$ cat config.mk
export PLATFORM = sky130hd
export DESIGN_NAME = executeCore
export DESIGN_NICKNAME = d
export VERILOG_FILES = /design/src/source/mipsPkg.sv /design/src/source/instrDecoder.sv /design/src/source/aluUnit.sv /design/src/source/registerFile.sv /design/src/source/executeCore.sv
export SDC_FILE = /design/constraint.sdc
export NUM_CORES = 2
export LEC_CHECK = 0
export BUFFER_PORTS_ARGS = -buffer_cell sky130_fd_sc_hd__buf_2
export CORE_MARGIN = 2
export CORE_UTILIZATION = 40
export DETAILED_ROUTE_END_ITERATION = 6
export SETUP_SLACK_MARGIN = 0.3
export SLEW_MARGIN = 30
export SYNTH_ARGS = -nofsm -noshare
export SYNTH_HDL_FRONTEND = slang
export SYNTH_HIERARCHICAL = 1
export SYNTH_SLANG_ARGS = --single-unit
export TNS_END_PERCENT = 10
$ cat constraint.sdc
create_clock -name clk -period 8.23 [get_ports clk]
set_clock_uncertainty 0.1 [all_clocks]
set_input_delay 0.4115 -clock clk [delete_from_list [all_inputs] [get_ports clk]]
set_output_delay 0.4115 -clock clk [all_outputs]
set_load 0.03 [all_outputs]
$ cat src/source/mipsPkg.sv
// Shared widths, instruction encodings, ALU codes and the memory,
// control and retire structs
package mipsPkg;

	typedef logic [31:0] word_t;
	typedef logic [4:0] regAddr_t;
	typedef logic [7:0] memAddr_t;
	typedef logic [2:0] aluOp_t;
	typedef logic [1:0] branchKind_t;
	typedef logic [1:0] owner_t;

	localparam int MemWords = 256;
	localparam int NumRegs = 32;

	// ALU codes, 3'd4 left unused
	localparam aluOp_t AluAnd = 3'd0;
	localparam aluOp_t AluOr = 3'd1;
	localparam aluOp_t AluAdd = 3'd2;
	localparam aluOp_t AluSlt = 3'd3;
	localparam aluOp_t AluSll = 3'd5;
	localparam aluOp_t AluSub = 3'd6;
	localparam aluOp_t AluSltu = 3'd7;

	localparam logic [5:0] OpRType = 6'b000000;
	localparam logic [5:0] OpAddi = 6'b001000;
	localparam logic [5:0] OpLw = 6'b100011;
	localparam logic [5:0] OpSw = 6'b101011;
	localparam logic [5:0] OpBeq = 6'b000100;
	localparam logic [5:0] OpBne = 6'b000101;
	localparam logic [5:0] OpBgtz = 6'b000111;
	localparam logic [5:0] OpHalt = 6'b111111;

	localparam logic [5:0] FnAdd = 6'b100000;
	localparam logic [5:0] FnAddu = 6'b100001;
	localparam logic [5:0] FnSub = 6'b100010;
	localparam logic [5:0] FnSubu = 6'b100011;
	localparam logic [5:0] FnAnd = 6'b100100;
	localparam logic [5:0] FnOr = 6'b100101;
	localparam logic [5:0] FnSll = 6'b000000;
	localparam logic [5:0] FnSlt = 6'b101010;
	localparam logic [5:0] FnSltu = 6'b101011;

	localparam branchKind_t BrNone = 2'd0;
	localparam branchKind_t BrEq = 2'd1;
	localparam branchKind_t BrNe = 2'd2;
	localparam branchKind_t BrGtz = 2'd3;

	// Owner of the outstanding memory response
	localparam owner_t OwnerNone = 2'd0;
	localparam owner_t OwnerHost = 2'd1;
	localparam owner_t OwnerData = 2'd2;
	localparam owner_t OwnerFetch = 2'd3;

	typedef struct packed {
		logic write;
		memAddr_t addr;
		word_t wdata;
	} memReq_t;

	typedef struct packed {
		aluOp_t aluOp;
		logic useImm;
		logic signExt;
		logic regWrite;
		logic destIsRd;
		logic memRead;
		logic memWrite;
		branchKind_t branchKind;
		logic halt;
	} ctrl_t;

	typedef struct packed {
		word_t pc;
		logic regWrite;
		regAddr_t dest;
		word_t value;
	} retire_t;

endpackage

$ cat src/source/instrDecoder.sv
// Instruction decoder, opcode and function code to control struct
`timescale 1ns/1ps
module instrDecoder (
	input  mipsPkg::word_t instr,
	output mipsPkg::ctrl_t ctrl
);
	import mipsPkg::*;

	logic [5:0] opcode;
	logic [5:0] funct;

	assign opcode = instr[31:26];
	assign funct = instr[5:0];

	always_comb begin
		// Default is a no-op
		ctrl = '0;
		ctrl.aluOp = AluAdd;
		ctrl.branchKind = BrNone;
		case (opcode)
			OpRType: begin
				ctrl.regWrite = 1'b1;
				ctrl.destIsRd = 1'b1;
				case (funct)
					FnAdd, FnAddu: ctrl.aluOp = AluAdd;
					FnSub, FnSubu: ctrl.aluOp = AluSub;
					FnAnd: ctrl.aluOp = AluAnd;
					FnOr: ctrl.aluOp = AluOr;
					FnSll: ctrl.aluOp = AluSll;
					FnSlt: ctrl.aluOp = AluSlt;
					FnSltu: ctrl.aluOp = AluSltu;
					default: ctrl.regWrite = 1'b0;
				endcase
			end
			OpAddi: begin
				ctrl.useImm = 1'b1;
				ctrl.signExt = 1'b1;
				ctrl.regWrite = 1'b1;
			end
			OpLw: begin
				ctrl.useImm = 1'b1;
				ctrl.signExt = 1'b1;
				ctrl.regWrite = 1'b1;
				ctrl.memRead = 1'b1;
			end
			OpSw: begin
				ctrl.useImm = 1'b1;
				ctrl.signExt = 1'b1;
				ctrl.memWrite = 1'b1;
			end
			// Branches compare rs against rt
			OpBeq: ctrl.branchKind = BrEq;
			OpBne: ctrl.branchKind = BrNe;
			OpBgtz: ctrl.branchKind = BrGtz;
			OpHalt: ctrl.halt = 1'b1;
			default: ;
		endcase
	end

endmodule

$ cat src/source/aluUnit.sv
// ALU with add, sub, logic, shift and compares, plus branch decision
`timescale 1ns/1ps
module aluUnit (
	input  mipsPkg::aluOp_t aluOp,
	input  mipsPkg::word_t a,
	input  mipsPkg::word_t b,
	input  logic [4:0] shamt,
	input  mipsPkg::branchKind_t branchKind,
	output mipsPkg::word_t result,
	output logic branchTaken
);
	import mipsPkg::*;

	always_comb begin
		case (aluOp)
			AluAnd: result = a & b;
			AluOr: result = a | b;
			AluAdd: result = a + b;
			AluSub: result = a - b;
			// sll shifts rt, which arrives on b
			AluSll: result = b << shamt;
			AluSlt: result = {31'b0, $signed(a) < $signed(b)};
			AluSltu: result = {31'b0, a < b};
			default: result = a + b;
		endcase
	end

	always_comb begin
		case (branchKind)
			BrEq: branchTaken = (a == b);
			BrNe: branchTaken = (a != b);
			// Strictly positive, signed
			BrGtz: branchTaken = !a[31] && (a != '0);
			default: branchTaken = 1'b0;
		endcase
	end

endmodule

$ cat src/source/registerFile.sv
// 32-entry register file, two reads and one write, r0 reads zero
`timescale 1ns/1ps
module registerFile (
	input  logic clk,
	input  logic reset,
	input  mipsPkg::regAddr_t rs,
	input  mipsPkg::regAddr_t rt,
	input  logic writeEnable,
	input  mipsPkg::regAddr_t writeAddr,
	input  mipsPkg::word_t writeData,
	output mipsPkg::word_t rsData,
	output mipsPkg::word_t rtData
);
	import mipsPkg::*;

	word_t regs [NumRegs];

	always_ff @(posedge clk) begin
		if (reset) begin
			for (int i = 0; i < NumRegs; i++) begin
				regs[i] <= '0;
			end
		end else if (writeEnable && writeAddr != '0) begin
			regs[writeAddr] <= writeData;
		end
	end

	assign rsData = regs[rs];
	assign rtData = regs[rt];

endmodule

$ cat src/source/executeCore.sv
// Execute FSM with memory access and retire; holds decoder, ALU and
// register file
`timescale 1ns/1ps
module executeCore (
	input  logic clk,
	input  logic reset,
	input  logic instrValid,
	input  mipsPkg::word_t instr,
	input  mipsPkg::word_t instrPc,
	input  logic reqReady,
	input  logic rspValid,
	input  mipsPkg::word_t rdata,
	output logic instrReady,
	output logic reqValid,
	output mipsPkg::memReq_t req,
	output logic redirectValid,
	output mipsPkg::word_t redirectPc,
	output logic retireValid,
	output mipsPkg::retire_t retire,
	output logic halted
);
	import mipsPkg::*;

	typedef enum logic [1:0] {
		Execute,
		MemRequest,
		MemWait,
		Halted
	} state_t;

	state_t state;
	ctrl_t ctrl;
	regAddr_t rtAddr;
	regAddr_t destAddr;
	word_t rsData;
	word_t rtData;
	word_t imm;
	word_t aluB;
	word_t aluResult;
	logic branchTaken;
	logic accept;
	logic isMemOp;
	memReq_t memReqReg;
	word_t memPc;
	regAddr_t memDest;
	logic memIsLoad;

	instrDecoder instrDecoder_i (
		.instr(instr),
		.ctrl (ctrl)
	);

	registerFile registerFile_i (
		.clk        (clk),
		.reset      (reset),
		.rs         (instr[25:21]),
		.rt         (rtAddr),
		.writeEnable(retireValid && retire.regWrite),
		.writeAddr  (retire.dest),
		.writeData  (retire.value),
		.rsData     (rsData),
		.rtData     (rtData)
	);

	assign rtAddr = instr[20:16];
	assign destAddr = ctrl.destIsRd ? instr[15:11] : rtAddr;
	assign imm = ctrl.signExt ? {{16{instr[15]}}, instr[15:0]} : {16'b0, instr[15:0]};
	assign aluB = ctrl.useImm ? imm : rtData;

	// Also forms load and store addresses as base plus offset
	aluUnit aluUnit_i (
		.aluOp      (ctrl.aluOp),
		.a          (rsData),
		.b          (aluB),
		.shamt      (instr[10:6]),
		.branchKind (ctrl.branchKind),
		.result     (aluResult),
		.branchTaken(branchTaken)
	);

	assign instrReady = (state == Execute);
	assign accept = instrReady && instrValid;
	assign isMemOp = ctrl.memRead || ctrl.memWrite;

	// Signed word offset relative to pc+4
	assign redirectValid = accept && branchTaken;
	assign redirectPc = instrPc + 32'd4 + {{14{instr[15]}}, instr[15:0], 2'b00};

	assign reqValid = (state == MemRequest);
	assign req = memReqReg;
	assign halted = (state == Halted);

	always_ff @(posedge clk) begin
		if (reset) begin
			state <= Execute;
		end else begin
			case (state)
				Execute: begin
					if (accept && ctrl.halt) begin
						state <= Halted;
					end else if (accept && isMemOp) begin
						state <= MemRequest;
					end
				end
				MemRequest: if (reqReady) state <= MemWait;
				MemWait: if (rspValid) state <= Execute;
				default: state <= Halted;
			endcase
		end
	end

	// Load/store held until its response
	always_ff @(posedge clk) begin
		if (accept && isMemOp) begin
			memReqReg <= '{write: ctrl.memWrite, addr: aluResult[9:2], wdata: rtData};
			memPc <= instrPc;
			memDest <= rtAddr;
			memIsLoad <= ctrl.memRead;
		end
	end

	// dest and value read as zero when nothing is written
	always_comb begin
		retireValid = 1'b0;
		retire = '0;
		if (accept && !isMemOp) begin
			retireValid = 1'b1;
			retire.pc = instrPc;
			retire.regWrite = ctrl.regWrite;
			if (ctrl.regWrite) begin
				retire.dest = destAddr;
				retire.value = aluResult;
			end
		end else if (state == MemWait && rspValid) begin
			retireValid = 1'b1;
			retire.pc = memPc;
			retire.regWrite = memIsLoad;
			if (memIsLoad) begin
				retire.dest = memDest;
				retire.value = rdata;
			end
		end
	end

endmodule

; ---- Word-level counts from Yosys, hierarchy flattened
; Memories as Yosys holds them, arrays and structs flattened.
; Index checks and enable logic that the tools add are counted.
[op_classes]
addsub = 4
n_lt_le_gt_ge = 2
eq_ne = 31
shifts = 1
muxes = 34
n_bitwise = 2
reduce_logical = 24
[ops]
columns = op, n
row1 = $pmux 32 s6, 1
row2 = $mux 70, 2
row3 = $mux 32, 3
row4 = $mux 37, 2
row5 = $eq 6x6->1 const B, 11
row6 = $add 32x32->32, 2
row7 = $lt 32x32->1, 2
row8 = $add 32x3->32 const B, 1
row9 = $and 32x32->32, 1
row10 = $eq 32x32->1, 1
row11 = $ne 32x32->1, 1
row12 = $or 32x32->32, 1
row13 = $reduce_bool 32->1, 1
row14 = $reduce_or 32->1, 1
row15 = $shl 32x5->32, 1
row16 = $sub 32x32->32, 1
row17 = $eq 6x3->1 const B, 3
row18 = $pmux 3 s6, 1
row19 = $mux 1, 13
row20 = $logic_not 6->1, 2
row21 = $pmux 2 s3, 2
row22 = $mux 2, 5
row23 = $mux 5, 2
row24 = $eq 3x3->1 const B, 3
row25 = 20 further kinds, 35
[word_totals]
reg_bits = 81
ramBits = 1024
wordCells = 106
memories = 1
[mem_list]
columns = memory, words, width, read_ports, rd_clocked_by_memory_dff, write_ports, line
row1 = registerFile_i.regs, 32, 32, 2, 0, 32, registerFile.sv:16  ; word_t regs [NumRegs];

; ---- Logic depth before layout (Yosys ltp)
[depth]
ltp_word = 16
ltp_mapped = 25

; ---- By module
; Netlist, hierarchy kept.
[by_module_without_submodules]
columns = module, n_inst, cells_each, area_each_um2
row1 = registerFile, 1, 4605, 55888.6
row2 = aluUnit, 1, 1011, 6801.5
row3 = executeCore, 1, 577, 5718.0
row4 = instrDecoder, 1, 35, 219.0

; ---- Least setup slack after synthesis
; No wires, ideal clock.
[synth_timing]
path_kind = input to register
from = input instr[26]
to = memory registerFile_i/regs[10][31] in the netlist's numbering, data pin
t_arrival_ns = 5.251
path_slack_ns = 2.624
cell_stages = 22
n_path_buf = 5
path_cell_list = or2_4 -> o22a_1 -> a211oi_1 -> buf_4 -> clkbuf_1 -> clkbuf_1 -> mux2_2 -> inv_1 -> ha_1 -> buf_2 -> a21oi_1 -> nand2_1 -> a221oi_1 -> o211ai_1 -> a31oi_2 -> nor4b_1 -> o41a_1 -> mux2i_1 -> a211o_1 -> a22o_1 -> clkbuf_1 -> and2_1
[synth_lines]
columns = item, line
row1 = start: declaration, executeCore.sv:8  ; input mipsPkg::word_t instr,
row2 = end: declaration, registerFile.sv:16

==> summary.md <==
| Metric | Value |
|---|---|
| Status | `completed` |
| Starting Density | `40.1%` |
| Detailed Routing Iterations Pass 1 | `6` |
| VDD IR max | `0.210 mV` |
| Total track usage | `29.8%` |
| Routed Antenna Nets | `0` |
| CTS tree | `built` |
| Clock-pin transition on the worst setup and hold timing paths | `0.06 ns` |
| Yosys warns | `6` |
| Crit end category | `output port` |
| Maxcap violations | `0` |
| Worst-Margin Slew | `1.09 ns` |
| Die area | `175,000 um^2` |
| Met2 WL | `123,000 um` |
| CTS root buffer | `clkbuf_16` |
| Critical path type | `in -> out` |
| Fmax | `129 MHz` |
| Setup TNS Final | `0 ns` |
| Met3 routed wirelength | `22,200 um` |
| Crit-path max cell delay | `0.75 ns` |
| Setup Buffers After CTS | `0` |
| Worst setup startpoint | `instr[19]` |
| CP max FO | `19` |
| Synth cell types | `104` |
| Relative max-transition margin | `27.1%` |
| Largest net degree at the start of global routing | `98` |
| DR iter-0 viols | `6,038` |
| # rows | `152` |
| Net count, final | `6,625` |
| Number of CTS-inserted buffers | `130` |
| Post-CTS Hold Fix Bufs | `42` |
| Height of the die | `418 um` |
| CP required | `7.72 ns` |
| Via count | `53,347` |
| H-tree levels | `4` |
| WL met1 | `107,000 um` |
| Slew Limit Fails | `0` |
| GR Overflow Total | `0` |
| Routed WL per cell | `30.7 um` |
| Final hold viol count | `0` |
| First-pass GRT wire length | `377,000 um` |
| Clock Latency Late Sink | `0.78 ns` |
| P&R area growth vs syn | `12.0%` |
| Number of enable flip-flop cells after synthesis | `1,103` |
| Tmin final | `7.76 ns` |
| Initial antenna violation count | `12` |
| Crit-path slowest cell | `or2_2` |
| # resized after CTS | `0` |
| Sequential cell area | `33,200 um^2` |
| Core Area | `171,000 um^2` |
| Gate Count Post-Synth | `6,228` |
| Reg2reg start | `registerFile_i/regs[7][3]$_SDFFCE_PN0P_` |
| PD cells | `201 nW/um^2` |
| Vias/cell | `6.12` |
| Share of post-route cells with drive strength above 1 | `12.7%` |
| Most common cell after layout, fill and taps aside | `edfxtp_1` |
| Buf/Inv on CP | `6` |
| Leak Pwr | `31.3 nW` |
| I/O pin total | `249` |
| CTS Sinks | `1,105` |
| Final hold slack | `0.0827 ns` |
| Crit share post-route | `94.2%` |
| Final-report setup violation count | `0` |
| Hold Path Class | `in -> reg` |
| Cell family with most CP delay | `compound AO/OA/AOI/OAI gates` |
| Arr. time, crit path | `7.24 ns` |
| Fill count | `15,693` |
| Sequential cell area fraction in the yosys report | `48.3%` |
| CP cell instances | `dlygate4sd3_1 > buf_2 > or2_2 > buf_4 > nor3_1 > a31oi_1 > nand3_1 > mux2_2 > inv_1 > ha_1 > and2_1 > or4_1 > o22ai_2 > o31ai_2 > buf_4 > o311a_1 > nor2_1 > o21ai_0 > o2bb2ai_1 > a211oi_1 > a22o_1 > buf_2` |
| Synth Flop Type | `edfxtp_1` |
| Critical Path Source Type | `input pin` |
| Multi-input gate area | `32,600 um^2` |
| Post-Syn Area per Cell | `11.0 um^2` |
| DRC | `0` |
| RSZ-0062 raised after global routing | `no` |
| Vias in the first global route | `52,043` |
| Longest Clk Path Bufs | `3` |
| Port Buffer Count | `248` |
| DIE WIDTH | `418 um` |
| Mapped Area | `68,600 um^2` |
| Most frequent cells in the layout | `1,103 x edfxtp_1, 1,069 x mux2i_1, 1,003 x and2_1` |
| DPL Wire Length | `173,000 um` |
| Top sig layer | `met5` |
| Yosys reg bits | `1,105` |
| Gpl congestion | `0.982` |
| Hold Crit Start | `instr[28]` |
| Final Routed Wirelength | `267,000 um` |
| Synth async-reset ratio | `0%` |
## flip-flops by register name, summed over array words and instances, names as in the netlist
name and cells:
memDest 5, memIsLoad 1, memPc 32, registerFile_i/regs 1024, req 41, state 2
## path summary, 6_finish.rpt
kind	to	slack [ns]	depth (start not counted)
setup reg to reg	registerFile_i/regs[20][0]$_SDFFCE_PN0P_	2.01	20
hold reg to reg	state[0]$_SDFFE_PP0P_	0.48	2
setup / recovery	retire[24]	0.47	22
hold / removal	req[40]$_DFFE_PP_	0.08	2
## final cells by class
type	count	share of cell area [%]
antenna	6	0.0195
clock inverter	76	0.874
inverter	134	0.654
clock buffer	163	4.49
tap	2233	3.63
multi-input combinational	4472	42.4
sequential	1105	43.1
timing repair buffer	521	4.77
## cell usage after synthesis, types with 131 or more instances
library cell,number,area [um^2]
a21oi_1,315,1580
a22o_1,161,1410
a22oi_1,195,1460
and2_1,1004,6280
buf_2,131,656
clkbuf_1,293,1100
edfxtp_1,1103,33100
ha_1,157,1960
mux2i_1,1069,10700
nand2_1,374,1400
nand3_1,216,1080
o21ai_0,153,766
## through the flow
stage               util (%)  worst slack (ns)  cells  area (um^2)  total power, W
floorplan                  -              2.62   6259        68700         0.00867
global placement        42.3             0.830   8423        72300         0.00980
detailed placement      42.3             0.843   8423        72300         0.00982
CTS                     45.0             0.681   8704        76900          0.0155
global route            45.0             0.448   8707        76900          0.0159
finish                  45.0             0.475   8710        76900          0.0155
## power breakdown
group	switching, W	internal (W)
clock network	0.00248	0.00317
registers	0.000102	0.00638
logic	0.00227	0.00107
## cells by family after synthesis
kind of cell / Yosys count / share of synthesized area (%)
fa+ha+maj: 160 / 2.95
other cells: 1 / 0.00546
xor+xnor: 35 / 0.447
simple gates: 1999 / 16.0
compound gates: 1132 / 11.1
buf+inv: 682 / 4.55
flops: 1105 / 48.3
mux: 1114 / 16.6
## metal layers
metal	up-vias	global-route usage, %
li1	23185	-
met1	26872	39.0
met2	2707	47.4
met3	575	5.16
met4	8	15.2
met5	-	0
Note: power is estimated with default switching activity, not from simulation.
