### src/source/mipsPkg.sv
// Shared widths, instruction encodings, ALU codes and the memory,
// control and retire structs
package mipsPkg;

	typedef logic [31:0] word_t;
	typedef logic [4:0] regAddr_t;
	typedef logic [7:0] memAddr_t;
	typedef logic [2:0] aluOp_t;
	typedef logic [1:0] branchKind_t;
	typedef logic [1:0] owner_t;

	localparam int MemWords = 256;
	localparam int NumRegs = 32;

	// ALU codes, 3'd4 left unused
	localparam aluOp_t AluAnd = 3'd0;
	localparam aluOp_t AluOr = 3'd1;
	localparam aluOp_t AluAdd = 3'd2;
	localparam aluOp_t AluSlt = 3'd3;
	localparam aluOp_t AluSll = 3'd5;
	localparam aluOp_t AluSub = 3'd6;
	localparam aluOp_t AluSltu = 3'd7;

	localparam logic [5:0] OpRType = 6'b000000;
	localparam logic [5:0] OpAddi = 6'b001000;
	localparam logic [5:0] OpLw = 6'b100011;
	localparam logic [5:0] OpSw = 6'b101011;
	localparam logic [5:0] OpBeq = 6'b000100;
	localparam logic [5:0] OpBne = 6'b000101;
	localparam logic [5:0] OpBgtz = 6'b000111;
	localparam logic [5:0] OpHalt = 6'b111111;

	localparam logic [5:0] FnAdd = 6'b100000;
	localparam logic [5:0] FnAddu = 6'b100001;
	localparam logic [5:0] FnSub = 6'b100010;
	localparam logic [5:0] FnSubu = 6'b100011;
	localparam logic [5:0] FnAnd = 6'b100100;
	localparam logic [5:0] FnOr = 6'b100101;
	localparam logic [5:0] FnSll = 6'b000000;
	localparam logic [5:0] FnSlt = 6'b101010;
	localparam logic [5:0] FnSltu = 6'b101011;

	localparam branchKind_t BrNone = 2'd0;
	localparam branchKind_t BrEq = 2'd1;
	localparam branchKind_t BrNe = 2'd2;
	localparam branchKind_t BrGtz = 2'd3;

	// Owner of the outstanding memory response
	localparam owner_t OwnerNone = 2'd0;
	localparam owner_t OwnerHost = 2'd1;
	localparam owner_t OwnerData = 2'd2;
	localparam owner_t OwnerFetch = 2'd3;

	typedef struct packed {
		logic write;
		memAddr_t addr;
		word_t wdata;
	} memReq_t;

	typedef struct packed {
		aluOp_t aluOp;
		logic useImm;
		logic signExt;
		logic regWrite;
		logic destIsRd;
		logic memRead;
		logic memWrite;
		branchKind_t branchKind;
		logic halt;
	} ctrl_t;

	typedef struct packed {
		word_t pc;
		logic regWrite;
		regAddr_t dest;
		word_t value;
	} retire_t;

endpackage

### src/source/memArbiter.sv
// Fixed-priority arbiter for host, core data and fetch with response routing
`timescale 1ns/1ps
module memArbiter (
	input  logic clk,
	input  logic reset,
	input  logic hostValid,
	input  mipsPkg::memReq_t hostReq,
	output logic hostReady,
	output logic hostRspValid,
	output mipsPkg::word_t hostRdata,
	input  logic dataValid,
	input  mipsPkg::memReq_t dataReq,
	output logic dataReady,
	output logic dataRspValid,
	output mipsPkg::word_t dataRdata,
	input  logic fetchValid,
	input  mipsPkg::memReq_t fetchReq,
	output logic fetchReady,
	output logic fetchRspValid,
	output mipsPkg::word_t fetchRdata,
	output logic memValid,
	output mipsPkg::memReq_t memReq,
	input  logic memRspValid,
	input  mipsPkg::word_t memRdata
);
	import mipsPkg::*;

	owner_t grant;
	owner_t owner;

	// Host first, then core data, then fetch
	always_comb begin
		if (hostValid) begin
			grant = OwnerHost;
			memReq = hostReq;
		end else if (dataValid) begin
			grant = OwnerData;
			memReq = dataReq;
		end else begin
			grant = fetchValid ? OwnerFetch : OwnerNone;
			memReq = fetchReq;
		end
	end

	assign memValid = (grant != OwnerNone);
	assign hostReady = (grant == OwnerHost);
	assign dataReady = (grant == OwnerData);
	assign fetchReady = (grant == OwnerFetch);

	// Response comes back next cycle, so the owner is just the last grant
	always_ff @(posedge clk) begin
		if (reset) begin
			owner <= OwnerNone;
		end else begin
			owner <= grant;
		end
	end

	assign hostRspValid = memRspValid && (owner == OwnerHost);
	assign dataRspValid = memRspValid && (owner == OwnerData);
	assign fetchRspValid = memRspValid && (owner == OwnerFetch);
	assign hostRdata = memRdata;
	assign dataRdata = memRdata;
	assign fetchRdata = memRdata;

endmodule

### config.mk
export PLATFORM = sky130hd
export DESIGN_NAME = memArbiter
export DESIGN_NICKNAME = d
export VERILOG_FILES = /design/src/source/mipsPkg.sv /design/src/source/memArbiter.sv
export SDC_FILE = /design/constraint.sdc
export NUM_CORES = 1
export LEC_CHECK = 0
export CORE_AREA = 10 10 109 111
export CTS_BUF_LIST = sky130_fd_sc_hd__clkbuf_8
export CTS_CLUSTER_SIZE = 16
export DETAILED_ROUTE_END_ITERATION = 12
export DIE_AREA = 0 0 119 121
export DONT_BUFFER_PORTS = 1
export GPL_ROUTABILITY_DRIVEN = 1
export PLACE_DENSITY_LB_ADDON = 0.08
export SLEW_MARGIN = 10
export SYNTH_ARGS = -nofsm -noshare
export SYNTH_HDL_FRONTEND = slang
export SYNTH_SLANG_ARGS = --single-unit
### constraint.sdc
create_clock -name clk -period 1 [get_ports clk]
set_clock_uncertainty 0.2 [all_clocks]
set_input_delay 0.05 -clock clk [delete_from_list [all_inputs] [get_ports clk]]
set_output_delay 0.05 -clock clk [all_outputs]
set_load 0.02 [all_outputs]
Word level (Yosys, flattened, before mapping)
Index checks and enable logic that the tools add are counted.
- logic and storage cells: 16
- input bits: 161
- output and inout bits: 144
- register bits: 2
- reductions and logical operators: 4
- multiplexer cells: 5
- equal/unequal tests: 6
- operators with widths (cell ; count):
    two-way mux 41 bit ; 2
    == test 2 bit (second input constant) ; 4
    two-way mux 2 bit ; 3
    == test 2 x 1 -> 1 bit (second input constant) ; 2
    logical AND 1 bit ; 3
    nonzero test 2 bit ; 1

Logic depth before layout (Yosys ltp)
Gate-level depths: netlist of run 1.
- word-level depth: 4
- gate-level depth with buffers: 5
- depth with buffers taken out: 2

Least setup slack after synthesis of run 1
No wires, ideal clock.
- path kind: in2out
- start: input port dataValid
- end: output port fetchReady
- setup slack: -124 ps
- arrival time: 874 ps
- data required time: 750 ps
- stages: 3
- buffers on the path: 2
- path through: buf_6 -> buf_12 -> nor3b_1
- word-level cells in the longest chain between the ends: 3
- ends and longest elaborated chain (element ; line ; text):
    start: declaration ; memArbiter.sv:11 ; input logic dataValid,
    two-way mux 2 bit ; memArbiter.sv:36 ; end else if (dataValid) begin
    two-way mux 2 bit ; memArbiter.sv:33 ; if (hostValid) begin
    == test 2 bit ; memArbiter.sv:48 ; assign fetchReady = (grant == OwnerFetch);
    end: declaration ; memArbiter.sv:18 ; output logic fetchReady,
No other way between the ends.

Worst setup path in the final report of run 1
- start: register owner[0]
- end: output port dataRspValid
- word-level cells in the longest chain between the ends: 2
- ends and longest elaborated chain (element ; line ; text):
    start: declaration ; memArbiter.sv:29 ; owner_t owner;
    start signal: assignment ; memArbiter.sv:53 ; owner <= OwnerNone;
    start signal: assignment ; memArbiter.sv:55 ; owner <= grant;
    == test 2 bit ; memArbiter.sv:60 ; assign dataRspValid = memRspValid && (owner == OwnerData);
    logical AND 1 bit ; memArbiter.sv:60 ;
    end: declaration ; memArbiter.sv:14 ; output logic dataRspValid,
No other way between the ends.

==> results of run 1 <==
-- Yosys cell counts --
cell type                  count  area, µm²
sky130_fd_sc_hd__buf_4        96      720.7
sky130_fd_sc_hd__nand2_1      42      157.7
sky130_fd_sc_hd__mux2i_1      41      410.4
sky130_fd_sc_hd__o21ai_1      37      185.2
sky130_fd_sc_hd__buf_2         5      25.02
sky130_fd_sc_hd__buf_12        4      80.08
sky130_fd_sc_hd__clkbuf_1      4      15.01
sky130_fd_sc_hd__o21ai_0       4      20.02
sky130_fd_sc_hd__buf_6         3      33.78
sky130_fd_sc_hd__dfxtp_1       2      40.04
sky130_fd_sc_hd__nor2_1        2      7.510
sky130_fd_sc_hd__a21oi_1       1      5.000
sky130_fd_sc_hd__and3_1        1      6.260
sky130_fd_sc_hd__and3b_1       1      8.760
sky130_fd_sc_hd__inv_1         1      3.750
sky130_fd_sc_hd__nand2b_1      1      6.260
sky130_fd_sc_hd__nor2b_1       1      6.260
sky130_fd_sc_hd__nor3_1        1      5.000
sky130_fd_sc_hd__nor3b_1       1      7.510
sky130_fd_sc_hd__or3_1         1      6.260
-- how the worst max path moves through the flow --
stage,start,end,slack (ns),cells after the start
floorplan,dataValid,memReq[19],-0.02,4
CTS,owner[0],dataRspValid,-0.07,1
detailed placement,owner[0],dataRspValid,0.12,1
global placement,owner[0],dataRspValid,0.12,1
global route,owner[0],hostRspValid,-0.11,3
finish,owner[0],dataRspValid,-0.06,1
-- layer usage --
metal / GRT usage, % / wire (µm) / vias up / part of all wire [%]
met4: 6.489 / 413 / 0 / 6.9
met2: 13.66 / 3281 / 117 / 54
met5: 0 / 0 / - / 0
met1: 4.794 / 1521 / 510 / 25
met3: 3.537 / 804 / 55 / 13
li1: - / - / 561 / -
-- cells by family (layout without fill, tap and decap cells) --
family                 Yosys count  after routing  share of synthesized area [%]
AO/OA/AOI/OAI                   42             42                          12.01
buffers and inverters          113             27                          50.18
flip-flops                       2              2                          2.287
multiplexers                    41             41                          23.45
AND/OR/NAND/NOR                 51             51                          12.08
-- metrics by stage --
| stage | std cells | hold slack [ns] |
|---|---|---|
| 3_5_place_dp | 290 | -0.09974 |
| 6_report | 296 | -0.2653 |
| 3_3_place_gp | 290 | -0.09974 |
| 5_1_grt | 296 | -0.2719 |
| 2_1_floorplan | 249 | -0.08093 |
| 4_1_cts | 296 | -0.2795 |
-- area by class of cell --
cell class                 count  share of cell area, %
clock buffer                   3                  3.047
inverter                       1                 0.2770
multi-input combinational    134                  68.05
sequential                     2                  3.047
tap                          133                  12.28
timing repair buffer          23                  13.30
-- placed cells by master, fill, tap and decap left out, types with 2 or more instances in the layout --
cell                            count
sky130_fd_sc_hd__mux2i_1           41
sky130_fd_sc_hd__clkbuf_8           3
sky130_fd_sc_hd__nand2_1           42
sky130_fd_sc_hd__nor2_1             2
sky130_fd_sc_hd__o21ai_1           19
sky130_fd_sc_hd__o21ai_2           22
sky130_fd_sc_hd__dlygate4sd3_1      3
sky130_fd_sc_hd__buf_4             20
-- what timing repair did --
action,in CTS,in global routing
endpoints found under the hold margin,101,100
gates resized for setup,3,0
setup endpoints to repair,3,3
-- where the power goes --
part	internal [µW]	total, µW	switching (µW)
Combinational	259	626	367
Clock	254	317	62.2
Sequential	86.0	88.9	2.94
==> out/metrics.cfg, run 1 <==
[run_status]
status = finished, violations left
failed_checks = negative hold slack, negative setup slack

[logic_synthesis]
postSynthCellCount = 249
synthesis.area_per_instance_um2 = 7.030
synthDistinctLibCells = 20
net_count_synth = 410
synth_seq_area_share_pct = 2.287
netlist_area_um2 = 1750
synth_warnings = 0
ys_seq_elements = 2

[layout]
postLayoutCoreUtil_pct = 14.06
reg_top3 = owner x2
area_grow_syn2layout_pct = -22.59
fill_cells = 1143
multi_input_comb_area_um2 = 922.1
layout-drive-gt1-share_pct = 30.06
fin_area_um2 = 1355
largest-register = owner
finalNetCount = 326
area.sequential_um2 = 41.29
largest_register_ffs = 2
antenna_cells_inserted = 0

[power_and_ir_drop]
peakVddDrop_v = 0.0002081
power.leakage_uw = 0.0006014
power.density_cell_area_nw_per_um2 = 761.1
finalPower_uw = 1031

[worst_setup_path]
crit_path_top_delay_cell = sky130_fd_sc_hd__dfxtp_2
worstPathCellList = and3b_2
worst-setup-path-type = reg2out
highest_net_fanout_along_the_worst_path = 3
worst_ep_arrival_time_ns = 0.81
cp.required_ns = 0.75
critPathTopFamily = flip-flops
crit_path_max_incr_delay_ns = 0.31
worst_setup_path_start_kind = flip-flop
critical_path.n_buffers_inverters = 0
timing.critical_path.to_type = output port

[global_route]
grt_pass1_wl_um = 8190
grt_antenna_before_repair = 0
vias_in_the_first_global_route = 1354
pin_count_of_the_biggest_net_entering_global_routing = 89
total_grt_overflow = 0
groute.usage.overall_pct = 7.090

[sta]
timing.max_slew.rel_slack_pct = 69.95
pin_slew_with_the_least_headroom_to_its_limit_ns = 0.4487
whs_ns = -0.2653
finalWorstPathRequiredPeriod_ns = 1.058
finalCritPeriodShare_pct = 105.8
finalSetupViolations = 3
timing.final.ws_setup_ns = -0.05848
report.final.slew_viol_count = 0
rsz0062_at_grt = true
max_freq_mhz = 944.8
timing.final.hold_violations = 101
totalNegativeSetupSlack_ns = -0.1485

[job]
maxCapViolCount = 0

[clock_network]
clkSinkCount = 2
numCtsBuffers = 3
clock_tree_from_tritoncts = built
cts.repair_timing.setup_buffer_count = 0
ctsHtreeMaxLevel = 1
cts.hold.buffers_added = 3
clk_path_buf_depth = 2
clock-root-buffer = sky130_fd_sc_hd__clkbuf_8
cts.reportedPaths.clkPinSlew_ns = 0.03

[placement]
portBuffers = 0
post-dp-hpwl_um = 5110
detailed_place.area_um2 = 1280
place_congestion = 0.6584
post-place-ws_ns = 0.1159

[routing]
number_of_drc_violations_after_detailed_routing_iteration_0 = 30
route.detailed.drc = 0
viasPerCell = 4.199
routed_wire_length_per_instance_um = 20.34
drt.antenna.violating_nets = 0
route.vias.total = 1243
drt-total-wl_um = 6022
drt-pass1-iter-count = 3

[min_path]
holdCritPathClass = in2reg
min_to = owner[1]
min_from = hostValid
min_path_cells = 1

[die]
die_w_um = 119
design.die.area_um2 = 14400
ios = 305
core-area_um2 = 9639
starting_utilization_of_the_core_area_pct = 18.16
die_height_um = 121
rows = 36

No activity file was read; power rests on OpenSTA's default activity.
==> run 2: changes to the inputs <==
--- a/config.mk
+++ b/config.mk
@@ -13,6 +13,7 @@
 export DONT_BUFFER_PORTS = 1
 export GPL_ROUTABILITY_DRIVEN = 1
 export PLACE_DENSITY_LB_ADDON = 0.08
+export REMOVE_ABC_BUFFERS = 1
 export SLEW_MARGIN = 10
 export SYNTH_ARGS = -nofsm -noshare
 export SYNTH_HDL_FRONTEND = slang
==> run 2 against run 1 <==
Compared with the run above: the flow still finishes with violations (negative hold slack, negative setup slack); global-route usage up 5.7 points; core utilization up 1.0 points; largest cell class unchanged; total power up 7.8%; sequential share of layout area down 0.20 points.
==> out/metrics.cfg, run 2 (synthesized netlist as in run 1, its figures left out) <==
[run_status]
status = finished, violations left
failed_checks = negative hold slack, negative setup slack

[routing]
drt.antenna.violating_nets = 0
route.vias.total = 1375
route.detailed.drc = 0
viasPerCell = 4.297
routed_wire_length_per_instance_um = 32.21
number_of_drc_violations_after_detailed_routing_iteration_0 = 49
drt-pass1-iter-count = 4
drt-total-wl_um = 10310

[sta]
finalWorstPathRequiredPeriod_ns = 1.061
timing.max_slew.rel_slack_pct = 72.74
max_freq_mhz = 942.6
rsz0062_at_grt = true
finalCritPeriodShare_pct = 106.1
finalSetupViolations = 3
timing.final.hold_violations = 98
pin_slew_with_the_least_headroom_to_its_limit_ns = 0.4081
timing.final.ws_setup_ns = -0.06084
whs_ns = -0.2289
report.final.slew_viol_count = 0

[worst_setup_path]
crit_path_top_delay_cell = sky130_fd_sc_hd__dfxtp_2
critical_path.n_buffers_inverters = 0
crit_path_max_incr_delay_ns = 0.31
highest_net_fanout_along_the_worst_path = 3
worstPathCellList = and3b_2
timing.critical_path.to_type = output port
worst_setup_startpoint = owner[0]
critPathTopFamily = flip-flops
cp.required_ns = 0.75
worst_setup_path_start_kind = flip-flop
worst-setup-path-type = reg2out
worst_ep_arrival_time_ns = 0.81

[layout]
finalNetCount = 350
antenna_cells_inserted = 0
largest_register_ffs = 2
reg_top3 = owner x2
mostFrequentLayoutCell = sky130_fd_sc_hd__buf_4
post_layout_nonfiller_instances = 320
largest-register = owner
layout.cells.most_common_list = sky130_fd_sc_hd__buf_4, sky130_fd_sc_hd__nand2_1, sky130_fd_sc_hd__mux2i_1
area_grow_syn2layout_pct = -17.01
layout-drive-gt1-share_pct = 26.20
fill_cells = 1153

[global_route]
total_grt_overflow = 0
pin_count_of_the_biggest_net_entering_global_routing = 89
vias_in_the_first_global_route = 1600
grt_pass1_wl_um = 13230
grt_antenna_before_repair = 0
groute.usage.overall_pct = 12.81

[clock_network]
numCtsBuffers = 3
cts.repair_timing.setup_buffer_count = 0
clk_path_buf_depth = 2
clock_tree_from_tritoncts = built
cts.hold.buffers_added = 4
clkSinkCount = 2
cts.reportedPaths.clkPinSlew_ns = 0.03
clock-root-buffer = sky130_fd_sc_hd__clkbuf_8
ctsHtreeMaxLevel = 1

[min_path]
holdCritPathClass = in2reg
min_path_cells = 1
min_to = owner[1]
min_from = hostValid

[die]
starting_utilization_of_the_core_area_pct = 18.16
rows = 36
die_w_um = 119
design.die.area_um2 = 14400
ios = 305
die_height_um = 121
core-area_um2 = 9639

[placement]
post-place-cells = 313
post-dp-hpwl_um = 9209
place_congestion = 0.6704
portBuffers = 0

[power_and_ir_drop]
power.leakage_uw = 0.0006956
power.density_cell_area_nw_per_um2 = 765.6
peakVddDrop_v = 0.0003410

[job]
maxCapViolCount = 0

-- run 2: layout make-up --
cell class,count,area (µm²),area share [%]
Clock buffer,3,41.29,2.842
Multi-Input combinational cell,134,834.6,57.45
Tap cell,133,166.4,11.46
Sequential cell,2,41.29,2.842
Timing Repair Buffer,47,365.4,25.15
Inverter,1,3.754,0.2584
-- run 2: how the worst max path moves through the flow --
stage / slack [ns] / cells past startpoint / end
floorplan: 0.11 / 2 / hostRspValid
global placement: 0.12 / 1 / dataRspValid
detailed placement: 0.12 / 1 / dataRspValid
CTS: -0.06 / 1 / dataRspValid
global route: -0.09 / 3 / hostRspValid
finish: -0.06 / 1 / dataRspValid
-- run 2: stage by stage --
| step | worst slack [ns] | total power [µW] | util, % | area [µm²] | TNS (ns) |
|---|---|---|---|---|---|
| after floorplan | 0.1144 | 516.2 | - | 875.8 | 0 |
| after global placement | 0.1247 | 804.6 | 14.16 | 1365 | 0 |
| after detailed placement | 0.1230 | 802.0 | 14.16 | 1365 | 0 |
| after CTS | -0.06197 | 1140 | 15.04 | 1450 | -0.1406 |
| after global routing | -0.09485 | 1201 | 15.07 | 1453 | -0.2563 |
| final | -0.06084 | 1112 | 15.07 | 1453 | -0.1560 |
-- run 2: layer usage --
metal | share of wire, % | vias to the layer above | GRT usage (%)
li1 | - | 600 | -
met1 | 34 | 574 | 12.52
met2 | 43 | 195 | 18.88
met3 | 22 | 4 | 13.54
met4 | 0.14 | 2 | 0.6107
met5 | 0.69 | - | 5.556
-- run 2: report_power, final --
part | total, µW | internal [µW] | switching [µW] | leakage [µW]
registers | 89.1 | 86.0 | 3.10 | 0.0000169
clock network | 311 | 254 | 57.4 | 0.0000216
logic | 712 | 335 | 377 | 0.000657
total | 1110 | 675 | 437 | 0.000696
-- run 2: repair_timing --
item,CTS,global route
gates resized for setup,3,1
pin swaps,0,0
hold endpoints to repair,99,98
setup endpoints to repair,3,4
