**config.mk**
```make
export PLATFORM = sky130hd
export DESIGN_NAME = fetchUnit
export DESIGN_NICKNAME = d
export VERILOG_FILES = /design/src/source/mipsPkg.sv /design/src/source/fetchUnit.sv
export SDC_FILE = /design/constraint.sdc
export NUM_CORES = 1
export LEC_CHECK = 0
export BUFFER_PORTS_ARGS = -buffer_cell sky130_fd_sc_hd__buf_2
export CORE_MARGIN = 5
export CORE_UTILIZATION = 37
export CTS_BUF_LIST = sky130_fd_sc_hd__clkbuf_4
export DETAILED_ROUTE_END_ITERATION = 10
export MAX_ROUTING_LAYER = met4
export SYNTH_ARGS = -nofsm -noshare
export SYNTH_HDL_FRONTEND = slang
export SYNTH_SLANG_ARGS = --single-unit
```
**constraint.sdc**
```tcl
create_clock -name clk -period 2.5 [get_ports clk]
set_input_delay 0.25 -clock clk [delete_from_list [all_inputs] [get_ports clk]]
set_output_delay 0.25 -clock clk [all_outputs]
set_load 0.01 [all_outputs]
```
**src/source/mipsPkg.sv**
```systemverilog
// Shared widths, instruction encodings, ALU codes and the memory,
// control and retire structs
package mipsPkg;

	typedef logic [31:0] word_t;
	typedef logic [4:0] regAddr_t;
	typedef logic [7:0] memAddr_t;
	typedef logic [2:0] aluOp_t;
	typedef logic [1:0] branchKind_t;
	typedef logic [1:0] owner_t;

	localparam int MemWords = 256;
	localparam int NumRegs = 32;

	// ALU codes, 3'd4 left unused
	localparam aluOp_t AluAnd = 3'd0;
	localparam aluOp_t AluOr = 3'd1;
	localparam aluOp_t AluAdd = 3'd2;
	localparam aluOp_t AluSlt = 3'd3;
	localparam aluOp_t AluSll = 3'd5;
	localparam aluOp_t AluSub = 3'd6;
	localparam aluOp_t AluSltu = 3'd7;

	localparam logic [5:0] OpRType = 6'b000000;
	localparam logic [5:0] OpAddi = 6'b001000;
	localparam logic [5:0] OpLw = 6'b100011;
	localparam logic [5:0] OpSw = 6'b101011;
	localparam logic [5:0] OpBeq = 6'b000100;
	localparam logic [5:0] OpBne = 6'b000101;
	localparam logic [5:0] OpBgtz = 6'b000111;
	localparam logic [5:0] OpHalt = 6'b111111;

	localparam logic [5:0] FnAdd = 6'b100000;
	localparam logic [5:0] FnAddu = 6'b100001;
	localparam logic [5:0] FnSub = 6'b100010;
	localparam logic [5:0] FnSubu = 6'b100011;
	localparam logic [5:0] FnAnd = 6'b100100;
	localparam logic [5:0] FnOr = 6'b100101;
	localparam logic [5:0] FnSll = 6'b000000;
	localparam logic [5:0] FnSlt = 6'b101010;
	localparam logic [5:0] FnSltu = 6'b101011;

	localparam branchKind_t BrNone = 2'd0;
	localparam branchKind_t BrEq = 2'd1;
	localparam branchKind_t BrNe = 2'd2;
	localparam branchKind_t BrGtz = 2'd3;

	// Owner of the outstanding memory response
	localparam owner_t OwnerNone = 2'd0;
	localparam owner_t OwnerHost = 2'd1;
	localparam owner_t OwnerData = 2'd2;
	localparam owner_t OwnerFetch = 2'd3;

	typedef struct packed {
		logic write;
		memAddr_t addr;
		word_t wdata;
	} memReq_t;

	typedef struct packed {
		aluOp_t aluOp;
		logic useImm;
		logic signExt;
		logic regWrite;
		logic destIsRd;
		logic memRead;
		logic memWrite;
		branchKind_t branchKind;
		logic halt;
	} ctrl_t;

	typedef struct packed {
		word_t pc;
		logic regWrite;
		regAddr_t dest;
		word_t value;
	} retire_t;

endpackage

```
**src/source/fetchUnit.sv**
```systemverilog
// Prefetching fetch unit with pc, one-entry buffer and redirect flush
`timescale 1ns/1ps
module fetchUnit (
	input  logic clk,
	input  logic reset,
	input  logic run,
	input  logic reqReady,
	input  logic rspValid,
	input  mipsPkg::word_t rdata,
	input  logic instrReady,
	input  logic redirectValid,
	input  mipsPkg::word_t redirectPc,
	output logic reqValid,
	output mipsPkg::memReq_t req,
	output logic instrValid,
	output mipsPkg::word_t instr,
	output mipsPkg::word_t instrPc
);
	import mipsPkg::*;

	word_t pc;
	word_t pendingPc;
	logic pending;
	logic stale;
	logic bufValid;
	logic accept;

	// One fetch in flight, and only into an empty buffer
	assign reqValid = run && !bufValid && !pending;
	assign req = '{write: 1'b0, addr: pc[9:2], wdata: '0};
	assign accept = reqValid && reqReady;

	always_ff @(posedge clk) begin
		if (reset) begin
			pc <= '0;
			pending <= 1'b0;
			stale <= 1'b0;
			bufValid <= 1'b0;
		end else begin
			if (accept) begin
				pending <= 1'b1;
			end else if (rspValid) begin
				pending <= 1'b0;
			end
			if (redirectValid) begin
				pc <= redirectPc;
				bufValid <= 1'b0;
				// Response still on its way belongs to the wrong path
				stale <= (pending && !rspValid) || accept;
			end else begin
				if (accept) begin
					pc <= pc + 32'd4;
				end
				if (rspValid) begin
					stale <= 1'b0;
					bufValid <= !stale;
				end else if (bufValid && instrReady) begin
					bufValid <= 1'b0;
				end
			end
		end
	end

	always_ff @(posedge clk) begin
		if (accept) begin
			pendingPc <= pc;
		end
		if (rspValid) begin
			instr <= rdata;
			instrPc <= pendingPc;
		end
	end

	assign instrValid = bufValid;

endmodule

```
Yosys cells after proc, flatten, opt, wreduce, memory -nomap -nowiden
Index checks and enable logic that the tools add are counted.
{"block": "word_totals", "register_bits": 131, "in_bits": 71}
{"block": "op_classes", "add_sub_neg": 1, "muxes": 7, "n_reduce_logical": 15}
{"op": "32-bit 2-to-1 mux", "n": 2}
{"op": "32-bit by 3-bit adder with 32-bit output (second input constant)", "n": 1}
{"op": "2-bit nonzero test", "n": 4}
{"op": "1-bit logical AND", "n": 5}
{"op": "1-bit 2-to-1 mux", "n": 5}
{"op": "1-bit zero test", "n": 4}
{"op": "2-bit OR reduction", "n": 1}
{"op": "1-bit logical OR", "n": 1}

Depth between registers and ports, before layout
Gate-level depths: netlist (run 1).
{"block": "depth", "depth_word": 6, "depth_mapped": 6, "mapped_depth_nobuf": 5}

Worst setup path after synthesis (run 1)
Ideal clock, no wire load.
{"block": "synth_path", "kind": "reg2reg", "from": "register bufValid, in the netlist instrValid", "to": "register pc[31]", "setup_time_ns": 0.127, "t_arrival_ns": 2.207, "slack_ns": 0.166, "stages_incl_launch_ff": 7, "n_path_buf": 1, "synth_period_minus_slack_ns": 2.334, "path_cell_list": "dfxtp_1 -> nand4bb_1 -> buf_2 -> clkinv_1 -> nand3_1 -> a21oi_1 -> or3_1"}
{"block": "synth_between", "elab_chain_cells": 5}
{"element": "from (decl)", "line_no": "fetchUnit.sv:25", "rtl": "logic bufValid;"}
{"element": "from (signal assigned)", "line_no": "fetchUnit.sv:56", "rtl": "bufValid <= !stale;"}
{"element": "1-bit zero test", "line_no": "fetchUnit.sv:29", "rtl": "assign reqValid = run && !bufValid && !pending;"}
{"element": "1-bit logical AND (2 in series)", "line_no": "fetchUnit.sv:29"}
{"element": "1-bit logical AND", "line_no": "fetchUnit.sv:31", "rtl": "assign accept = reqValid && reqReady;"}
{"element": "named net accept", "line_no": "fetchUnit.sv:26", "rtl": "logic accept;"}
{"element": "2-bit nonzero test (no source line)"}
{"element": "to (signal assigned)", "line_no": "fetchUnit.sv:46", "rtl": "pc <= redirectPc;"}
{"element": "to (signal assigned)", "line_no": "fetchUnit.sv:52", "rtl": "pc <= pc + 32'd4;"}
{"element": "to (decl)", "line_no": "fetchUnit.sv:21", "rtl": "word_t pc;"}
The timed path passes the listed nets, and every way through them passes these cells.
A chain may end at the register's enable or synchronous reset.

Worst setup path after layout (run 1)
{"block": "layout_path", "from": "register pc[9]", "to": "register pc[24]"}
{"block": "layout_between", "elab_chain_cells": 3}
{"element": "32-bit by 3-bit adder with 32-bit output", "line_no": "fetchUnit.sv:52"}
{"element": "32-bit 2-to-1 mux", "line_no": "fetchUnit.sv:51", "rtl": "if (accept) begin"}
{"element": "32-bit 2-to-1 mux", "line_no": "fetchUnit.sv:45", "rtl": "if (redirectValid) begin"}
No other way between the ends. The select of a mux whose other input is x is not followed.

==> summary.md, run 1 <==
| Metric | Value |
|---|---|
| CP Buf/Inv Count | 0 |
| Layout Cells excl Fill | roughly 800 |
| Max stage delay on crit path | roughly 0.62 ns |
| Final HPWL from detailed placement | ~8400 um |
| Cell accounting for the most synthesized area | edfxtp_1 |
| Die Y-Extent | around 130 um |
| Critical Path Start Type | flip-flop |
| Global-route total usage across every layer | 15.2% |
| Clock sink count | approximately 130 |
| Mean post-synth cell area | about 13 um2 |
| Worst Path Required | ~2.9 ns |
| Cells after synthesis | between 300 and 400 |
| Count of cell types in the netlist | 44 |
| #FFs+latches synth | about 130 |
| Antenna cells | 0 |
| Crit Path Category | reg -> reg |
| # fillers | 1247 |
| # rows | 43 |
| Drt drc | 0 |
| Clk Latency, worst-skew pair | around 0.52 ns |
| Synthesized area | ~5200 um2 |
| Inst Count DP | roughly 700 |
| Critical path cell sequence | nand4_2, or3_1, or4_1, a311oi_1 |
| Post-DP Area | roughly 6000 um2 |
| Syn-to-layout area delta | 29.7% |
| NumNets Final | 664 |
| Share of cells above drive strength 1 | about 31% |
| Port Buffers | between 100 and 150 |
| Design Power | 4190 uW |
| CP Max Fanout | 16 |
| Yosys warnings | 0 |
| Synth top cells by count | edfxtp_1 (96), buf_4 (42), dfxtp_1 (35) |
| RePlAce Congestion | 0.817 |
| Status | finished, final reports clean |
| Critical Path End Type | flip-flop |
| Post-CTS resize count | 0 |
| Die width | 129 um |
| Post-route cell area | around 6800 um2 |
| Critical-path top delay cell | or3_1 |
| Worst EP arrival | between 2 and 3 ns |
| Final hold vios | 0 |
| Pre-CTS WS | about 0.28 ns |
| Largest net degree at the start of global routing | between 50 and 60 |
| Antenna violations before repair | 0 |
| Starting density of the core | 37.7% |
| Synth top area cells | edfxtp_1 (55%), dfxtp_1 (13%), buf_4 (6.1%) |
| Overflow after GRT | 0 |
| Hold crit path type | in -> reg |
| Vias in the first global route | 3753 |
| Post-synth EDFFs | 96 |
| RSZ-0062 raised after global routing | false |
| Deepest clock path buffer count | 2 |
| Area share of the largest cell type after synthesis | ~55% |
| H-Tree Depth | 4 |
| Final wirelength | 12100 um |
| Setup violations, final | 0 |
| Ys flop type | edfxtp_1 |
| DR WL/cell | 15.4 um |
| First-pass GRT wire length | ~19000 um |
| CTS Hold Bufs | 53 |
| Clock-pin slew of the registers on the worst-case setup and hold paths | 0.11 ns |
| Fmax | 0.450 GHz |
| Async SR Flop Fraction | 0% |
| Pwr/cell area | 621 nW/um2 |
| Slew Viols, Final | 0 |
| Crit-path leading delay family | simple AND/OR/NAND/NOR gates |
| Min Tclk post-route | between 2 and 2.5 ns |
| Starting DRC count in detailed routing | roughly 200 |
| DRT Pass-1 Iters | 4 |
| Core ar. | 13800 um2 |
| Clock skew | a little under 0.02 ns |
| CTS tree | built |
| Via count | about 3800 |
| CTS root buffer | clkbuf_4 |
| Maxcap violations | 0 |
| Inserted Clock Buffers | 17 |
| Worst IR Drop VDD | approximately 0.26 mV |
| Seq/Total Area, Yosys | ~70% |
| Leakage | 0.00264 uW |
| Final period utilization | about 89% |
| Post-DRT Antenna Nets | 0 |
| Die area | 16500 um2 |
| Slew margin rel. | 50.0% |
| Count leader, synth | edfxtp_1 |
| Final worst slack | 0.277 ns |
| Postcts setup bufs | 0 |
| Worst-Margin Slew | 0.749 ns |
| Fin Setup TNS | 0 ns |
| IO Pins | around 180 |
| DR vias/cell | around 5 |
-- final cells by class --
| class | instances | area, um2 | share of cell area [%] |
|---|---|---|---|
| multi-input combinational | 223 | 1330 | 19.6 |
| sequential | 131 | 3580 | 53.1 |
| inverter | 11 | 41.3 | 0.611 |
| timing repair buffer | 208 | 1350 | 20.0 |
| clock inverter | 13 | 95.1 | 1.41 |
| clock buffer | 18 | 135 | 2.00 |
| tap | 180 | 225 | 3.33 |
-- cells in the final DEF (no fill, tap or decap), types with 3 or more instances in the layout --
cell and count:
nand4_1 10, o31ai_1 5, nand2_1 13, a21oi_1 9, inv_1 10, a311oi_1 12, dfxtp_1 35, o211ai_1 11
buf_2 144, conb_1 33, or4_1 13, clkinv_2 6, clkbuf_4 18, nor2_1 29, and3_1 8, buf_4 9
xnor2_1 5, o21ai_0 6, nor3_1 8, and4_1 3, a211oi_1 8, clkinv_1 4, or3_1 11, dlygate4sd3_1 54
edfxtp_1 96, nor4_1 5, nand3_1 8, xor2_1 3
-- registers in the layout, indices dropped and copies added, names as in the netlist --
name,flops
pc,32
pendingPc,32
instrValid,1
pending,1
instr,32
stale,1
instrPc,32
-- where the power goes --
part	switching (uW)	internal, uW	leakage (uW)
Clock	728	478	0.000130
Combinational	237	203	0.00128
Sequential	72.3	2470	0.00123
-- per-stage QoR --
stage	utilization (%)	hold slack [ns]
3_5_place_dp	43.3	0.405
5_1_grt	48.8	0.0134
3_3_place_gp	43.3	0.402
6_report	48.8	0.0567
2_1_floorplan	-	0.349
4_1_cts	48.8	0.00271
-- per-layer routing --
metal  track usage [%]  up-vias  routed length (um)
met3              3.78       14                1080
met2              24.1      183                5500
met1              18.9     1778                5300
met4              5.68        0                 187
li1                  -     1832                   -
met5                 -        -                   0
-- logic make-up after synthesis --
logic type / count (synthesis) / share of synthesized area, %
AO/OA/AOI/OAI: 60 / 8.32
XOR/XNOR: 8 / 1.35
adder cells (fa/ha/maj): 1 / 0.240
buffers and inverters: 69 / 8.03
flip-flops: 131 / 68.8
multiplexers: 2 / 0.385
other: 1 / 0.0720
AND/OR/NAND/NOR: 119 / 12.8
-- worst paths after layout --
path	start	to	slack (ns)	depth (start not counted)
min reg2reg	pendingPc[2]	instrPc[2]	0.42	0
min	redirectPc[24]	pc[24]	0.06	3
max reg2reg	pc[9]	pc[24]	0.28	4
max	pc[9]	pc[24]	0.28	4
-- tightest hold or removal path, stage by stage --
cell      delay (ns)
buf_2           0.10
nor2_1          0.12
a311oi_1        0.06
No activity file was read; power rests on OpenSTA's default activity.
==> run 2: changes to the inputs <==
--- a/config.mk
+++ b/config.mk
@@ -10,6 +10,7 @@
 export CORE_UTILIZATION = 37
 export CTS_BUF_LIST = sky130_fd_sc_hd__clkbuf_4
 export DETAILED_ROUTE_END_ITERATION = 10
+export HOLD_SLACK_MARGIN = 0.1
 export MAX_ROUTING_LAYER = met4
 export SYNTH_ARGS = -nofsm -noshare
 export SYNTH_HDL_FRONTEND = slang
==> run 2 against run 1 <==
  * Global-route usage increased by 0.11 points
  * Hold slack improved by 0.12 ns
  * First-iteration DRC count decreased by 19%
  * Sequential power about the same
  * Routed wire length increased by 0.80%
  * Non-clock buffer count increased by 10
  * Clock power about the same
  * Flip-flop and latch count unchanged
  * Die area unchanged
  * Largest cell class unchanged
  * Highest routed layer unchanged
==> summary.md, run 2 (synthesis gave the netlist of run 1 again) <==
| Metric | Value |
|---|---|
| Drt drc | 0 (unchanged) |
| RSZ-0062 raised after global routing | false |
| Clk Latency, worst-skew pair | 0.52 ns (about the same) |
| Starting DRC count in detailed routing | 161 (-19%) |
| DRT Pass-1 Iters | 4 (unchanged) |
| NumNets Final | 674 (+1.5%) |
| Status | finished, final reports clean |
| H-Tree Depth | 4 (unchanged) |
| Reg2reg start | pc[9] |
| Final hold vios | 0 (unchanged) |
| R2R depth | 4 (unchanged) |
| Critical Path Start Type | flip-flop |
| CP Capture Point | pc[24] |
| Post-CTS resize count | 0 (unchanged) |
| Final period utilization | 88.9% (about the same) |
| Syn-to-layout area delta | 31.7% |
| DR WL/cell | 15.3 um (-0.47%) |
| Starting density of the core | 37.7% (unchanged) |
| Antenna cells | 0 (unchanged) |
| Setup violations, final | 0 (unchanged) |
| Pwr/cell area | 614 nW/um2 (-1.1%) |
| Post-route cell area | 6850 um2 (+1.5%) |
| Core ar. | 13800 um2 (unchanged) |
| Inserted Clock Buffers | 17 (unchanged) |
| Via count | 3805 (-0.053%) |
| Share of cells above drive strength 1 | 30.5% (-0.50 points) |
| Crit Path Category | reg -> reg |
| CP Max Fanout | 16 (unchanged) |
| RePlAce Congestion | 0.817 (unchanged) |
| Fin Setup TNS | 0 ns (unchanged) |
| Die Y-Extent | 129 um (unchanged) |
| IO Pins | 178 (unchanged) |
| Slew Viols, Final | 0 (unchanged) |
| CTS root buffer | clkbuf_4 |
| Most common cell after layout, fill and taps aside | buf_2 |
| DR vias/cell | 4.79 (-1.3%) |
| Min Tclk post-route | 2.22 ns (+0.000456 ns) |
| Die area | 16500 um2 (unchanged) |
| Overflow after GRT | 0 (unchanged) |
| Post-DP Area | 5980 um2 (unchanged) |
| Leakage | 0.00268 uW (+1.6%) |
| Worst R2R End | pc[24] |
| Worst Path Required | 2.94 ns (about the same) |
| Post-DRT Antenna Nets | 0 (unchanged) |
| Vias in the first global route | 3783 (+0.80%) |
| Setup crit start | pc[9] |
| # rows | 43 (unchanged) |
| First-pass GRT wire length | 19100 um (+0.87%) |
| CTS tree | built |
| Global-route total usage across every layer | 15.3% (+0.11 points) |
| Commonest non-fill, non-tap cells in the layout | buf_2 (144), edfxtp_1 (96), dlygate4sd3_1 (64), dfxtp_1 (35), conb_1 (33) |
| Slew margin rel. | 50.6% (+0.61 points) |
| Hold crit path type | in -> reg |
| Fmax | 0.450 GHz (about the same) |
| Design Power | 4210 uW (+0.35%) |
| Final core occ | 49.6% (+0.72 points) |
| Worst R2R Setup Slack | 0.28 ns (about the same) |
| Worst IR Drop VDD | 0.263 mV (about the same) |
| Worst-Margin Slew | 0.740 ns (-0.00917 ns) |
| Antenna violations before repair | 0 (unchanged) |
| CTS Hold Bufs | 64 (+21%) |
| Clock sink count | 131 (unchanged) |
| Final HPWL from detailed placement | 8420 um (unchanged) |
| Deepest clock path buffer count | 2 (unchanged) |
| Postcts setup bufs | 0 (unchanged) |
| Final wirelength | 12200 um (+0.80%) |
| Critical Path End Type | flip-flop |
| Largest net degree at the start of global routing | 55 (unchanged) |
| Die width | 129 um (unchanged) |
| Worst EP arrival | 2.66 ns (about the same) |
| Port Buffers | 144 (unchanged) |
| Clock-pin slew of the registers on the worst-case setup and hold paths | 0.11 ns (about the same) |
| Maxcap violations | 0 (unchanged) |
| Clock skew | 0.0186 ns (-0.000905 ns) |
run 2: layer usage:
layer  GRT usage [%]  vias to the layer above  part of all wire, %
met5               -                        -                    0
met4            5.68                        0                  1.5
met3            3.78                       14                  9.1
met2            24.3                      186                   45
met1            19.1                     1757                   44
li1                -                     1848                    -
run 2: layout make-up:
cell class	instances	area, um2
Clock buffer	18	135
Clock inverter	13	95.1
Fill cell	1237	6970
Inverter	11	41.3
Multi-Input combinational cell	223	1330
Sequential cell	131	3580
Tap cell	180	225
Timing Repair Buffer	218	1450
run 2: metrics by stage:
| stage | hold slack (ns) | setup WS [ns] | std cells |
|---|---|---|---|
| finish | 0.177 | 0.277 | 794 |
| CTS | 0.125 | 0.244 | 794 |
| global placement | 0.402 | 0.346 | 699 |
| detailed placement | 0.405 | 0.277 | 699 |
| floorplan | 0.349 | 0.166 | 423 |
| global route | 0.133 | 0.0223 | 794 |
run 2: how the worst min path moves through the flow:
| stage | startpoint | end | slack (ns) | cells after the start |
|---|---|---|---|---|
| 2_1_floorplan | rdata[0] | instr[0] | 0.35 | 0 |
| 6_report | rspValid | instrPc[21] | 0.18 | 1 |
| 4_1_cts | rspValid | instrPc[21] | 0.13 | 1 |
| 3_3_place_gp | pendingPc[27] | instrPc[27] | 0.40 | 0 |
| 5_1_grt | rspValid | instrPc[21] | 0.13 | 1 |
| 3_5_place_dp | pendingPc[11] | instrPc[11] | 0.40 | 0 |
run 2: worst max-delay path, cell delays in order, from the launching register on:
cell and delay, ns:
dfxtp_1 0.48, nand4_2 0.23, or3_1 0.62, or4_1 0.56, a311oi_1 0.25
run 2: power breakdown:
group	internal (uW)	leakage, uW	total, uW	switching [uW]
sequential	2470	0.00123	2550	72.4
clock	478	0.000130	1210	730
combinational	213	0.00132	452	239
total	3170	0.00268	4210	1040
==> run 3: changes to the inputs <==
--- a/config.mk
+++ b/config.mk
@@ -12,6 +12,7 @@
 export DETAILED_ROUTE_END_ITERATION = 10
 export HOLD_SLACK_MARGIN = 0.1
 export MAX_ROUTING_LAYER = met4
+export REMOVE_ABC_BUFFERS = 1
 export SYNTH_ARGS = -nofsm -noshare
 export SYNTH_HDL_FRONTEND = slang
 export SYNTH_SLANG_ARGS = --single-unit
==> constraint.sdc (replaced) <==
create_clock -name clk -period 1.9 [get_ports clk]
set_input_delay 0.19 -clock clk [delete_from_list [all_inputs] [get_ports clk]]
set_output_delay 0.19 -clock clk [all_outputs]
set_load 0.01 [all_outputs]
==> run 3 against run 2 <==
  * The run now ends with negative setup slack left
  * Worst setup slack got worse by 0.34 ns
  * Die area did not move
  * First-iteration DRC count rose by 30%
  * Combinational power rose by 67%
  * Count of clock-buffer cells in the layout fell by 1
  * Power rose by 49%
  * Critical path depth rose by 2
  * Clock power rose by 79%
  * Hold slack got worse by 0.0020 ns
  * Critical endpoint is now pc[27]
  * Largest cell class unchanged
==> summary.md, run 3 (synthesis gave the netlist of run 1 again) <==
| Metric | Value |
|---|---|
| CTS root buffer | clkbuf_4 |
| M3 GR Usage | 4.15% (+0.37 points) |
| Max stage delay on crit path | 0.57 ns (-0.05 ns) |
| CTS tree | built |
| NetSw | 1460 uW (+40%) |
| Slew Viols, Final | 0 (unchanged) |
| Inserted Clock Buffers | 17 (unchanged) |
| Final HPWL from detailed placement | 9230 um (+9.7%) |
| Leakage | 0.00307 uW (+15%) |
| Clk Latency, worst-skew pair | 0.52 ns (about the same) |
| Critical Path Start Type | flip-flop |
| Clock-pin slew of the registers on the worst-case setup and hold paths | 0.12 ns (about the same) |
| Hold crit path type | in -> reg |
| RePlAce Congestion | 0.811 (-0.71%) |
| Sequential share of power | 53.2% (-7.4 points) |
| Fmax | 0.509 GHz (+13%) |
| Maxcap violations | 0 (unchanged) |
| Sw Ratio | 23.3% (-1.4 points) |
| Die width | 129 um (unchanged) |
| Vias in the first global route | 4093 (+8.2%) |
| Core ar. | 13800 um2 (unchanged) |
| Final hold vios | 0 (unchanged) |
| Worst EP arrival | 2.38 ns (-0.28 ns) |
| Deepest clock path buffer count | 2 (unchanged) |
| Largest net degree at the start of global routing | 28 (-49%) |
| Port Buffers | 144 (unchanged) |
| Clock network fraction of design power | 34.7% (+6.0 points) |
| Most common cell after layout, fill and taps aside | buf_2 |
| GR Util met1 | 20.9% (+1.8 points) |
| Final worst slack | -0.0653 ns (-0.342 ns) |
| Pint | 4790 uW (+51%) |
| Critical path cell sequence | buf_6, nand2_8, or4_4, buf_6, o31a_1, o31a_1 |
| Die Y-Extent | 129 um (unchanged) |
| Post-DP Area | 6340 um2 (+6.0%) |
| Critical-path top delay cell | or4_4 |
| First-pass GRT wire length | 20600 um (+8.1%) |
| RSZ-0062 raised after global routing | true |
| Global-route total usage across every layer | 16.4% (+1.1 points) |
| Syn-to-layout area delta | 47.2% |
| DRT Pass-1 Iters | 4 (unchanged) |
| Pre-CTS WS | -0.252 ns (-0.529 ns) |
| Overflow after GRT | 0 (unchanged) |
| # rows | 43 (unchanged) |
| Post-route cell area | 7660 um2 (+12%) |
| Worst-Margin Slew | 0.525 ns (-0.215 ns) |
| Combinational fraction of design power | 12.1% (+1.4 points) |
| GR Util met2 | 25.7% (+1.3 points) |
| Grt peak-use layer | met2 |
| Failing checks | negative setup slack |
| IO Pins | 178 (unchanged) |
| Commonest non-fill, non-tap cells in the layout | buf_2 (144), edfxtp_1 (96), dlygate4sd3_1 (68), buf_4 (58), conb_1 (33) |
| Die area | 16500 um2 (unchanged) |
| Final period utilization | 103% (+15 points) |
| Antenna violations before repair | 1 (+1) |
| Starting density of the core | 37.7% (unchanged) |
| DR WL/cell | 15.4 um (+0.64%) |
| Via count | 4105 (+7.9%) |
| Drt drc | 0 (unchanged) |
| Worst Path Required | 2.31 ns (-0.63 ns) |
| Clock sink count | 131 (unchanged) |
| Share of cells above drive strength 1 | 40.8% (+10 points) |
| Slew margin rel. | 65.0% (+14 points) |
| Worst IR Drop VDD | 0.332 mV (+26%) |
| CP Max Fanout | 5 (-11) |
| Min Tclk post-route | 1.97 ns (-0.258 ns) |
| NumNets Final | 736 (+9.2%) |
| H-Tree Depth | 4 (unchanged) |
| Final wirelength | 13200 um (+8.8%) |
| Post-DRT Antenna Nets | 0 (unchanged) |
| Clock skew | 0.0144 ns (-0.00425 ns) |
| Starting DRC count in detailed routing | 209 (+30%) |
| Pwr/cell area | 816 nW/um2 (+33%) |
| DR vias/cell | 4.78 (-0.16%) |
| Status | complete, but fails checks |
| Setup violations, final | 6 (+6) |
| Critical Path End Type | flip-flop |
| Crit Path Category | reg -> reg |
==> run 3: per-stage QoR <==
step	std cells	hold WS [ns]	utilization, %	total power, uW	TNS [ns]
floorplan	365	0.262	-	3610	-20.58
global placement	745	0.366	45.9	3980	-1.13
detailed placement	745	0.368	45.9	3990	-1.86
CTS	852	0.128	54.3	6310	-0.181
global route	858	0.140	55.4	6570	-0.800
finish	858	0.175	55.4	6250	-0.193
==> run 3: routing by layer <==
metal	wire length [um]	vias up	part of all wire, %
met5	0	-	0
met4	205	0	1.5
met3	1100	16	8.3
met2	6230	167	47
met1	5700	1941	43
li1	-	1981	-
==> run 3: critical path, delay by kind of cell (launching register included) <==
| kind | cells | cell delay, ns |
|---|---|---|
| and+or+nand+nor | 2 | 0.63 |
| DFF | 1 | 0.39 |
| buffers and inverters | 2 | 0.27 |
| AOI/OAI and AO/OA | 2 | 0.58 |
==> run 3: timing repair <==
item,4_1_cts,5_1_grt
setup buffers,6,5
setup endpoints to repair,21,17
gates cloned,1,0
resized for setup,26,23
pin swaps,10,12
endpoints found under the hold margin,64,0
hold buffers,68,0
==> run 3: worst paths after layout <==
| path | from | endpoint | slack [ns] | cells after the start |
|---|---|---|---|---|
| setup / recovery | pc[2] | pc[27] | -0.07 | 6 |
| setup reg to reg | pc[2] | pc[27] | -0.07 | 6 |
| hold reg to reg | pendingPc[27] | instrPc[27] | 0.43 | 0 |
| hold / removal | rspValid | instrPc[12] | 0.18 | 1 |
==> run 3: layout make-up <==
type,instances,area [um2]
inverters,11,42.5
well taps,180,225
repair buffers,279,1960
flip-flops and latches,131,3600
multi-input cells,224,1500
clock buffers,17,128
diodes,1,2.50
clock inverters,15,211
fillers,1167,6160
==> run 3: power groups by stage <==
stage          Combinational (uW)  Sequential (uW)  Clock, uW
5_1_grt                       822             3350       2400
4_1_cts                       731             3330       2250
3_3_place_gp                  597             3380          0
3_5_place_dp                  606             3380          0
6_report                      753             3330       2170
2_1_floorplan                 154             3460          0
